<file path="src/rtl/alu_wear_pkg.sv">
//////////////////////////////
// ALU wear monitor package
// Lane and class counts, opcode and class encodings, register map
//////////////////////////////
package alu_wear_pkg;

  // Geometry
  localparam int NUM_ALU   = 4;
  localparam int NUM_CLASS = 9;
  localparam int CNT_W     = 8;
  localparam int OP_W      = 6;

  // APB bus widths
  localparam int APB_AW = 8;
  localparam int APB_DW = 32;

  // Compact opcode set, grouped four codes per class slot
  // Codes not listed here are unknown
  typedef enum logic [OP_W-1:0] {
    OP_ADD   = 6'h00,
    OP_SRL   = 6'h01,
    OP_XOR   = 6'h04,
    OP_AND   = 6'h05,
    OP_BCLR  = 6'h08,
    OP_BSET  = 6'h09,
    OP_FF1   = 6'h0C,
    OP_CNT   = 6'h0D,
    OP_SHUF  = 6'h10,
    OP_PCKLO = 6'h11,
    OP_LTS   = 6'h14,
    OP_EQ    = 6'h15,
    OP_ABS   = 6'h18,
    OP_CLIP  = 6'h19,
    OP_MIN   = 6'h1C,
    OP_MAXU  = 6'h1D,
    OP_DIV   = 6'h20,
    OP_REMU  = 6'h21
  } alu_op_e;

  // Class value equals its bit position in the fault flags
  typedef enum logic [3:0] {
    CLS_ADD_SHIFT = 4'd0,
    CLS_LOGIC     = 4'd1,
    CLS_BIT_MAN   = 4'd2,
    CLS_BIT_CNT   = 4'd3,
    CLS_SHUFFLE   = 4'd4,
    CLS_COMPARE   = 4'd5,
    CLS_ABS_CLIP  = 4'd6,
    CLS_MIN_MAX   = 4'd7,
    CLS_DIV_REM   = 4'd8,
    CLS_NONE      = 4'd15
  } op_class_e;

  // One sticky fault bit per class
  typedef logic [NUM_CLASS-1:0] class_flags_t;

  // Register offsets
  typedef enum logic [APB_AW-1:0] {
    REG_CTRL    = 8'h00,
    REG_THRESH  = 8'h04,
    REG_LEAK    = 8'h08,
    REG_CLEAR   = 8'h0C,
    REG_STATUS0 = 8'h10,
    REG_STATUS1 = 8'h14,
    REG_STATUS2 = 8'h18,
    REG_STATUS3 = 8'h1C
  } apb_addr_e;

  // Reset defaults
  localparam logic [CNT_W-1:0] THRESH_RESET = CNT_W'(104);
  localparam logic [CNT_W-1:0] LEAK_RESET   = CNT_W'(2);

endpackage

</file>
<file path="src/rtl/wear_cfg_if.sv">
//////////////////////////////
// Wear monitor config bundle
// Settings out to the lanes, fault flags back to the registers
//////////////////////////////
interface wear_cfg_if import alu_wear_pkg::*; #(
  parameter int NUM_ALU = alu_wear_pkg::NUM_ALU
);

  // Counter value that marks a class faulty
  logic [CNT_W-1:0]           threshold;
  // Amount removed by a clean op
  logic [CNT_W-1:0]           leak;
  logic [NUM_ALU-1:0]         lane_en;
  // Single cycle pulse per lane
  logic [NUM_ALU-1:0]         lane_clear;
  // Each lane drives its own slice
  class_flags_t [NUM_ALU-1:0] fault_flags;

  // Register block side
  modport regs (
    output threshold, leak, lane_en, lane_clear,
    input  fault_flags
  );

  // Lane side
  modport lane (
    input  threshold, leak, lane_en, lane_clear,
    output fault_flags
  );

endinterface

</file>
<file path="src/rtl/alu_op_classifier.sv">
//////////////////////////////
// ALU opcode classifier
// Maps an opcode onto one of nine wear classes
//////////////////////////////
module alu_op_classifier import alu_wear_pkg::*; (
  input  alu_op_e   op_i,
  output op_class_e class_o
);

  always_comb begin
    case (op_i)
      // Add and shift
      OP_ADD,
      OP_SRL:   class_o = CLS_ADD_SHIFT;
      // Bitwise logic
      OP_XOR,
      OP_AND:   class_o = CLS_LOGIC;
      // Single bit set and clear
      OP_BCLR,
      OP_BSET:  class_o = CLS_BIT_MAN;
      // Find first one, popcount
      OP_FF1,
      OP_CNT:   class_o = CLS_BIT_CNT;
      // Byte and half shuffles
      OP_SHUF,
      OP_PCKLO: class_o = CLS_SHUFFLE;
      // Compares
      OP_LTS,
      OP_EQ:    class_o = CLS_COMPARE;
      // Absolute and clip
      OP_ABS,
      OP_CLIP:  class_o = CLS_ABS_CLIP;
      // Min and max
      OP_MIN,
      OP_MAXU:  class_o = CLS_MIN_MAX;
      // Divider
      OP_DIV,
      OP_REMU:  class_o = CLS_DIV_REM;
      // Anything else is unknown
      default:  class_o = CLS_NONE;
    endcase
  end

endmodule

</file>
<file path="src/rtl/alu_wear_lane.sv">
//////////////////////////////
// ALU wear lane
// Nine leaky error counters with sticky fault flags for one ALU
// Fires a one cycle event when a class goes faulty
//////////////////////////////
module alu_wear_lane import alu_wear_pkg::*; #(
  parameter int LANE = 0
) (
  input  logic            clock_gated,
  input  logic            rst_n,
  input  logic            valid_i,
  input  alu_op_e         op_i,
  input  logic            error_i,
  wear_cfg_if.lane        cfg,
  output logic            event_o
);

  op_class_e                       op_class;
  logic                            active;
  logic                            clear_lane;
  logic [NUM_CLASS-1:0][CNT_W-1:0] cnt_q;
  logic [NUM_CLASS-1:0][CNT_W-1:0] cnt_d;
  class_flags_t                    flags_q;
  class_flags_t                    flags_set;

  alu_op_classifier i_classifier (
    .op_i    (op_i),
    .class_o (op_class)
  );

  // Only enabled lanes see their traffic
  assign active     = cfg.lane_en[LANE] & valid_i;
  assign clear_lane = cfg.lane_clear[LANE];

  //////////////////////////////
  // Next counter state
  //////////////////////////////
  always_comb begin
    logic [CNT_W-1:0] cnt_inc;
    cnt_d     = cnt_q;
    flags_set = '0;
    for (int k = 0; k < NUM_CLASS; k++) begin
      // Saturate at all ones
      cnt_inc = (cnt_q[k] == '1) ? cnt_q[k] : cnt_q[k] + 1'b1;
      if (flags_q[k]) begin
        // Faulty class stays parked at zero
        cnt_d[k] = '0;
      end else if (active && (op_class == op_class_e'(k))) begin
        if (error_i) begin
          if (cnt_inc >= cfg.threshold) begin
            // Threshold hit, mark class and restart count
            flags_set[k] = 1'b1;
            cnt_d[k]     = '0;
          end else begin
            cnt_d[k] = cnt_inc;
          end
        end else begin
          // Clean op leaks, floor at zero
          cnt_d[k] = (cnt_q[k] > cfg.leak) ? cnt_q[k] - cfg.leak : '0;
        end
      end
    end
    // Unknown op wipes progress but keeps the flags
    if (active && (op_class == CLS_NONE)) begin
      cnt_d = '0;
    end
  end

  //////////////////////////////
  // State registers
  //////////////////////////////
  always_ff @(posedge clock_gated) begin
    if (!rst_n || clear_lane) begin
      cnt_q   <= '0;
      flags_q <= '0;
      event_o <= 1'b0;
    end else begin
      cnt_q   <= cnt_d;
      // Flags are sticky until a clear
      flags_q <= flags_q | flags_set;
      // Pulse for the perf counter
      event_o <= |flags_set;
    end
  end

  // Own slice of the shared flag vector
  assign cfg.fault_flags[LANE] = flags_q;

endmodule

</file>
<file path="src/rtl/alu_wear_monitor.sv">
//////////////////////////////
// ALU wear monitor top
// APB register block plus one wear lane per ALU
//////////////////////////////
module alu_wear_monitor import alu_wear_pkg::*; #(
  parameter int NUM_ALU = alu_wear_pkg::NUM_ALU
) (
  input  logic                       clock_gated,
  input  logic                       rst_n,
  // APB slave
  input  logic [APB_AW-1:0]          paddr_i,
  input  logic                       psel_i,
  input  logic                       penable_i,
  input  logic                       pwrite_i,
  input  logic [APB_DW-1:0]          pwdata_i,
  output logic [APB_DW-1:0]          prdata_o,
  output logic                       pready_o,
  output logic                       pslverr_o,
  // ALU lane reports
  input  logic [NUM_ALU-1:0]         alu_valid_i,
  input  alu_op_e [NUM_ALU-1:0]      alu_op_i,
  input  logic [NUM_ALU-1:0]         alu_error_i,
  // Fault status
  output class_flags_t [NUM_ALU-1:0] fault_flags_o,
  output logic [NUM_ALU-1:0]         fault_event_o
);

  wear_cfg_if #(.NUM_ALU(NUM_ALU)) cfg_if ();

  wear_apb_regs #(.NUM_ALU(NUM_ALU)) i_wear_apb_regs (
    .clock_gated (clock_gated),
    .rst_n       (rst_n),
    .paddr_i     (paddr_i),
    .psel_i      (psel_i),
    .penable_i   (penable_i),
    .pwrite_i    (pwrite_i),
    .pwdata_i    (pwdata_i),
    .prdata_o    (prdata_o),
    .pready_o    (pready_o),
    .pslverr_o   (pslverr_o),
    .cfg         (cfg_if.regs)
  );

  // One lane per monitored ALU
  for (genvar g = 0; g < NUM_ALU; g++) begin : g_lane
    alu_wear_lane #(.LANE(g)) i_alu_wear_lane (
      .clock_gated (clock_gated),
      .rst_n       (rst_n),
      .valid_i     (alu_valid_i[g]),
      .op_i        (alu_op_i[g]),
      .error_i     (alu_error_i[g]),
      .cfg         (cfg_if.lane),
      .event_o     (fault_event_o[g])
    );
  end

  // Flags straight from the lanes
  assign fault_flags_o = cfg_if.fault_flags;

endmodule

</file>
<file path="src/rtl/wear_apb_regs.sv">
//////////////////////////////
// Wear monitor APB registers
// Threshold, leak, lane enables and clear, fault status read back
//////////////////////////////
module wear_apb_regs import alu_wear_pkg::*; #(
  parameter int NUM_ALU = alu_wear_pkg::NUM_ALU
) (
  input  logic              clock_gated,
  input  logic              rst_n,
  input  logic [APB_AW-1:0] paddr_i,
  input  logic              psel_i,
  input  logic              penable_i,
  input  logic              pwrite_i,
  input  logic [APB_DW-1:0] pwdata_i,
  output logic [APB_DW-1:0] prdata_o,
  output logic              pready_o,
  output logic              pslverr_o,
  wear_cfg_if.regs          cfg
);

  apb_addr_e          reg_addr;
  logic               access;
  logic               addr_hit;
  logic               status_hit;
  logic               wr_en;
  logic [1:0]         stat_idx;
  logic [NUM_ALU-1:0] lane_en_q;
  logic [NUM_ALU-1:0] clear_q;
  logic [CNT_W-1:0]   thresh_q;
  logic [CNT_W-1:0]   leak_q;

  assign reg_addr = apb_addr_e'(paddr_i);
  // Access phase
  assign access   = psel_i & penable_i;
  // Status word index
  assign stat_idx = paddr_i[3:2];

  //////////////////////////////
  // Address decode
  //////////////////////////////
  always_comb begin
    addr_hit   = 1'b1;
    status_hit = 1'b0;
    case (reg_addr)
      REG_CTRL, REG_THRESH, REG_LEAK, REG_CLEAR: begin
        status_hit = 1'b0;
      end
      REG_STATUS0, REG_STATUS1, REG_STATUS2, REG_STATUS3: begin
        status_hit = 1'b1;
      end
      default: begin
        addr_hit = 1'b0;
      end
    endcase
  end

  // Unmapped offset or write to read only status
  assign pslverr_o = access & (~addr_hit | (pwrite_i & status_hit));
  assign wr_en     = access & pwrite_i & addr_hit & ~status_hit;
  // No wait states
  assign pready_o  = 1'b1;

  //////////////////////////////
  // Writable registers
  //////////////////////////////
  always_ff @(posedge clock_gated) begin
    if (!rst_n) begin
      lane_en_q <= '1;
      thresh_q  <= THRESH_RESET;
      leak_q    <= LEAK_RESET;
      clear_q   <= '0;
    end else begin
      // Clear is a one cycle pulse
      clear_q <= '0;
      if (wr_en) begin
        case (reg_addr)
          REG_CTRL:   lane_en_q <= pwdata_i[NUM_ALU-1:0];
          REG_THRESH: thresh_q  <= pwdata_i[CNT_W-1:0];
          REG_LEAK:   leak_q    <= pwdata_i[CNT_W-1:0];
          REG_CLEAR:  clear_q   <= pwdata_i[NUM_ALU-1:0];
          default:    clear_q   <= '0;
        endcase
      end
    end
  end

  //////////////////////////////
  // Read mux
  //////////////////////////////
  always_comb begin
    prdata_o = '0;
    case (reg_addr)
      REG_CTRL:   prdata_o = APB_DW'(lane_en_q);
      REG_THRESH: prdata_o = APB_DW'(thresh_q);
      REG_LEAK:   prdata_o = APB_DW'(leak_q);
      // Clear reads back as zero
      REG_CLEAR:  prdata_o = '0;
      REG_STATUS0, REG_STATUS1, REG_STATUS2, REG_STATUS3: begin
        if (int'(stat_idx) < NUM_ALU) begin
          prdata_o = APB_DW'(cfg.fault_flags[stat_idx]);
        end
      end
      default:    prdata_o = '0;
    endcase
  end

  // Out to the lanes
  assign cfg.lane_en    = lane_en_q;
  assign cfg.lane_clear = clear_q;
  assign cfg.threshold  = thresh_q;
  assign cfg.leak       = leak_q;

endmodule

</file>
<file path="config.mk">
export PLATFORM = sky130hd
export DESIGN_NAME = alu_wear_monitor
export DESIGN_NICKNAME = d
export VERILOG_FILES = /design/src/rtl/alu_wear_pkg.sv /design/src/rtl/wear_cfg_if.sv /design/src/rtl/alu_op_classifier.sv /design/src/rtl/alu_wear_lane.sv /design/src/rtl/alu_wear_monitor.sv /design/src/rtl/wear_apb_regs.sv
export SDC_FILE = /design/constraint.sdc
export NUM_CORES = 2
export LEC_CHECK = 0
export BUFFER_PORTS_ARGS = -buffer_cell sky130_fd_sc_hd__buf_4
export CORE_ASPECT_RATIO = 1.75
export CORE_MARGIN = 8
export CORE_UTILIZATION = 35
export CTS_BUF_LIST = sky130_fd_sc_hd__clkbuf_8
export CTS_CLUSTER_SIZE = 10
export DETAILED_ROUTE_END_ITERATION = 8
export PLACE_DENSITY = 0.61
export SETUP_SLACK_MARGIN = 0.15
export SLEW_MARGIN = 20
export SYNTH_ARGS = -nofsm -noshare
export SYNTH_HDL_FRONTEND = slang
export SYNTH_SLANG_ARGS = --single-unit
</file>
<file path="constraint.sdc">
create_clock -name clock_gated -period 9.7 [get_ports clock_gated]
set_input_delay 1.94 -clock clock_gated [delete_from_list [all_inputs] [get_ports clock_gated]]
set_output_delay 1.94 -clock clock_gated [all_outputs]
set_load 0.005 [all_outputs]
</file>
==> key figures <==
Global route
  – GRT overflow: 0
  – Global Route Usage Sum: about 22%
  – First-pass GRT wire length: around 230000 microns
  – Vias in the first global route: 41424
  – Largest net degree at the start of global routing: 42
  – Initial antenna violation count: 10

STA
  – Fin crit share: 61.86%
  – Final hold slack: between 0.4 and 0.5 ns
  – Hold Vio Cnt, Final: 0
  – Clk_skew: between 0.03 and 0.04 ns
  – Worst Max-Slew Pin Slew: between 1 and 1.5 ns
  – Slew Limit Headroom: between 20% and 30%
  – RSZ-0062 raised after global routing: no
  – Final setup TNS: 0 ns
  – Final setup viols: 0
  – Post-route minimum period: between 6 and 7 ns
  – Max Freq: around 170 MHz
  – Final slew viol count: 0

Synth
  – Yosys warnings: 0
  – Commonest cells post-synth: ha_1 (612), nor2_1 (596), a21oi_1 (464)
  – Post-synthesis cell type count: around 110
  – Synth area leader: ha_1
  – Synthesized instance count: about 5400
  – FF+latch count, synth: approximately 350
  – Count leader, synth: ha_1
  – Cell Area, Synth: roughly 0.041 sq mm
  – Post-synth EDFFs: 0
  – Top cell type's share of synthesized area: a little under a fifth
  – Post-synth top flop: dfxtp_1
  – Register area share after synthesis: approximately 17%
  – Syn avg cell area: 7.669 sq um
  – Top area cells in the synthesized netlist: ha_1 (19%), dfxtp_1 (17%), a21oi_1 (5.7%)
  – Ys async rst share: 0%

Critical path
  – Most common cell on crit path: buf_4
  – R2R cell count: 10
  – Crit path max-delay family: simple AND/OR/NAND/NOR gates
  – Critical path type: in -> out
  – FF-to-FF setup slack: approximately 5.7 ns
  – Critical Path Sink Type: output pin
  – Worst path cell trace: buf_4, nor3_1, nand2_1, nor4b_4, a22oi_1, o21ai_0, buf_4
  – Buf+Inv Stages, Crit Path: 2
  – Critical Path RT: ~7.8 ns
  – Slowest Stage Delay on Critical Path: ~0.83 ns
  – Worst-path maximum fanout: 17
  – Worst setup SP type: input port
  – RR Startpoint: g_lane[3].i_alu_wear_lane.cnt_q[32]$_SDFFE_PP0P_
  – Critical path's slowest cell: nor4b_4
  – Crit path arrival time: just over 4 ns
  – Capturing point of the worst reg2reg path: g_lane[3].i_alu_wear_lane.cnt_q[37]$_SDFFE_PP0P_
  – CP startpoint: paddr_i[5]

Die
  – Core Rows: 166
  – Die Y: between 400 and 500 microns
  – Die ar.: 0.1290 sq mm
  – Core area: between 0.1 and 0.15 sq mm
  – Starting density of the core: approximately a third
  – Ports: around 150
  – Chip Width: ~270 microns

Placed design
  – Final GP Congestion: around 0.88
  – Number of port buffers: slightly below 100
  – Dpl hpwl: ~110000 microns

Drt
  – Number of vias per cell: between 6 and 7
  – DR WL/cell: about 21 microns
  – DR DRC count: 0
  – Via count: 42472
  – DRT iter0 DRCs: 2618
  – DRT Pass-1 Iters: 6
  – Final WL: about 150000 microns
  – Antenna viol nets, final: 0

Hold path
  – Worst Hold Class: reg -> reg
  – WHS Endpoint: i_wear_apb_regs.cfg.leak[7]$_SDFFE_PN0P_
  – Hold path start: i_wear_apb_regs.cfg.leak[7]$_SDFFE_PN0P_
  – Hold Path Stages: 2

Clock network
  – Post-CTS Resized: 0
  – Clock sink total: 352
  – CTS Buffer Depth: 3
  – Cts bufs inserted: 61
  – Hold Buf Count CTS: 0
  – TritonCTS clock tree: built
  – Clock latency reported for the late side of the worst-skew pair: between 0.7 and 0.8 ns
  – Root Driver: clkbuf_8
  – Clock slew at reported path FFs: 0.06 ns
  – H-tree level count: 2
  – # Post-CTS Setup Buffers: 0

Layout
  – Filler instances: around 12000
  – Nets: ~6000
  – Utilization after layout: between 30% and 40%
  – Share of cells above drive strength 1: 7.038%
  – Layout Area Growth over Synthesis: 8.295%

Power
  – Peak VDD IR: between 0.00009 and 0.0001 V
  – Power Total: between 3000 and 4000 uW
  – Cell Pwr Density: around 73 mW/mm^2
  – Leak: approximately 0.018 uW

Run status
  – Status: finished, final reports clean

Flow run
  – Maxcap violations: 0
-- how the worst max path moves through the flow --
| stage | endpoint | depth (start not counted) | slack (ns) |
|---|---|---|---|
| finish | prdata_o[2] | 7 | 3.70 |
| global route | prdata_o[2] | 7 | 3.55 |
| CTS | prdata_o[2] | 7 | 3.71 |
| detailed placement | prdata_o[2] | 7 | 3.72 |
| global placement | prdata_o[2] | 7 | 3.75 |
| floorplan | prdata_o[1] | 6 | 4.54 |
-- area by class of cell --
class,count,area (sq um),share of cell area [%]
Clock inverter,33,143.9,0.3235
Inverter,193,735.7,1.654
Clock buffer,76,1046,2.352
Tap cell,1512,1892,4.253
Sequential cell,352,7054,15.86
Antenna cell,5,12.51,0.02813
Timing Repair Buffer,117,878.3,1.975
Multi-Input combinational cell,4685,32720,73.56
-- worst register-to-register path, stage by stage (launching register included) --
cell and delay [ns]:
dfxtp_1 0.55, ha_1 0.29, nand2_1 0.12, or3_1 0.52
mux2_1 0.39, ha_1 0.27, a2111oi_0 0.62, o21ai_1 0.31
nor2_1 0.51, a22oi_1 0.22, a21oi_1 0.16
-- routing by layer --
metal / vias to the layer above / wire length [microns] / track usage, %
li1: 20445 / - / -
met1: 20254 / 56860 / 23.91
met2: 1293 / 72520 / 39.63
met3: 474 / 8703 / 3.407
met4: 6 / 8419 / 11.91
met5: - / 37 / 0
-- kinds of logic after synthesis --
group	after synthesis	share of synthesized area [%]
buffers and inverters	341	3.454
adder cells (fa/ha/maj)	648	20.40
multiplexers	119	3.409
other	2	0.01828
AND/OR/NAND/NOR	2025	24.59
AO/OA/AOI/OAI	1670	26.73
flip-flops	352	17.16
XOR/XNOR	199	4.243
-- sequential cells by signal, summed over array words and instances (netlist names) --
register and count:
g_lane.i_alu_wear_lane.event_o 4, g_lane.i_alu_wear_lane.cnt_q 288, g_lane.i_alu_wear_lane.flags_q 36, i_wear_apb_regs.cfg.lane_clear 4, i_wear_apb_regs.cfg.lane_en 4, i_wear_apb_regs.cfg.leak 8, i_wear_apb_regs.cfg.threshold 8
-- stage by stage --
step	cell area [sq um]	setup WS, ns	std cells
after floorplan	41160	4.535	5378
after global placement	43270	3.749	6859
after detailed placement	43270	3.723	6859
after CTS	44460	3.713	6968
after global routing	44470	3.548	6969
final	44480	3.699	6973
-- placed cells by master (no fill, tap or decap), types with 37 or more instances in the layout --
master / synthesis / layout
inv_1: 190 / 201
nand4_1: 130 / 130
xnor2_1: 113 / 113
o31a_1: 54 / 54
and3_1: 60 / 60
a221oi_1: 153 / 153
nor3b_1: 38 / 38
clkbuf_8: 0 / 76
and2_1: 55 / 55
dfxtp_1: 352 / 350
nand2b_1: 54 / 54
nor2_1: 596 / 595
o21a_1: 123 / 123
buf_4: 28 / 117
o21ai_1: 57 / 57
a22oi_1: 67 / 67
nand2_1: 375 / 375
xor2_1: 86 / 86
o21ai_0: 305 / 305
mux2_2: 64 / 64
nor3_1: 242 / 240
nor2b_1: 78 / 78
or2_2: 37 / 37
ha_1: 612 / 612
a21oi_1: 464 / 464
nand3_1: 181 / 181
a31oi_1: 63 / 63
a21o_1: 70 / 70
-- report_power, final --
group	switching [uW]	internal (uW)
logic	220	112
registers	13.4	1450
clock network	752	700
(Power assumes the default switching activity.)
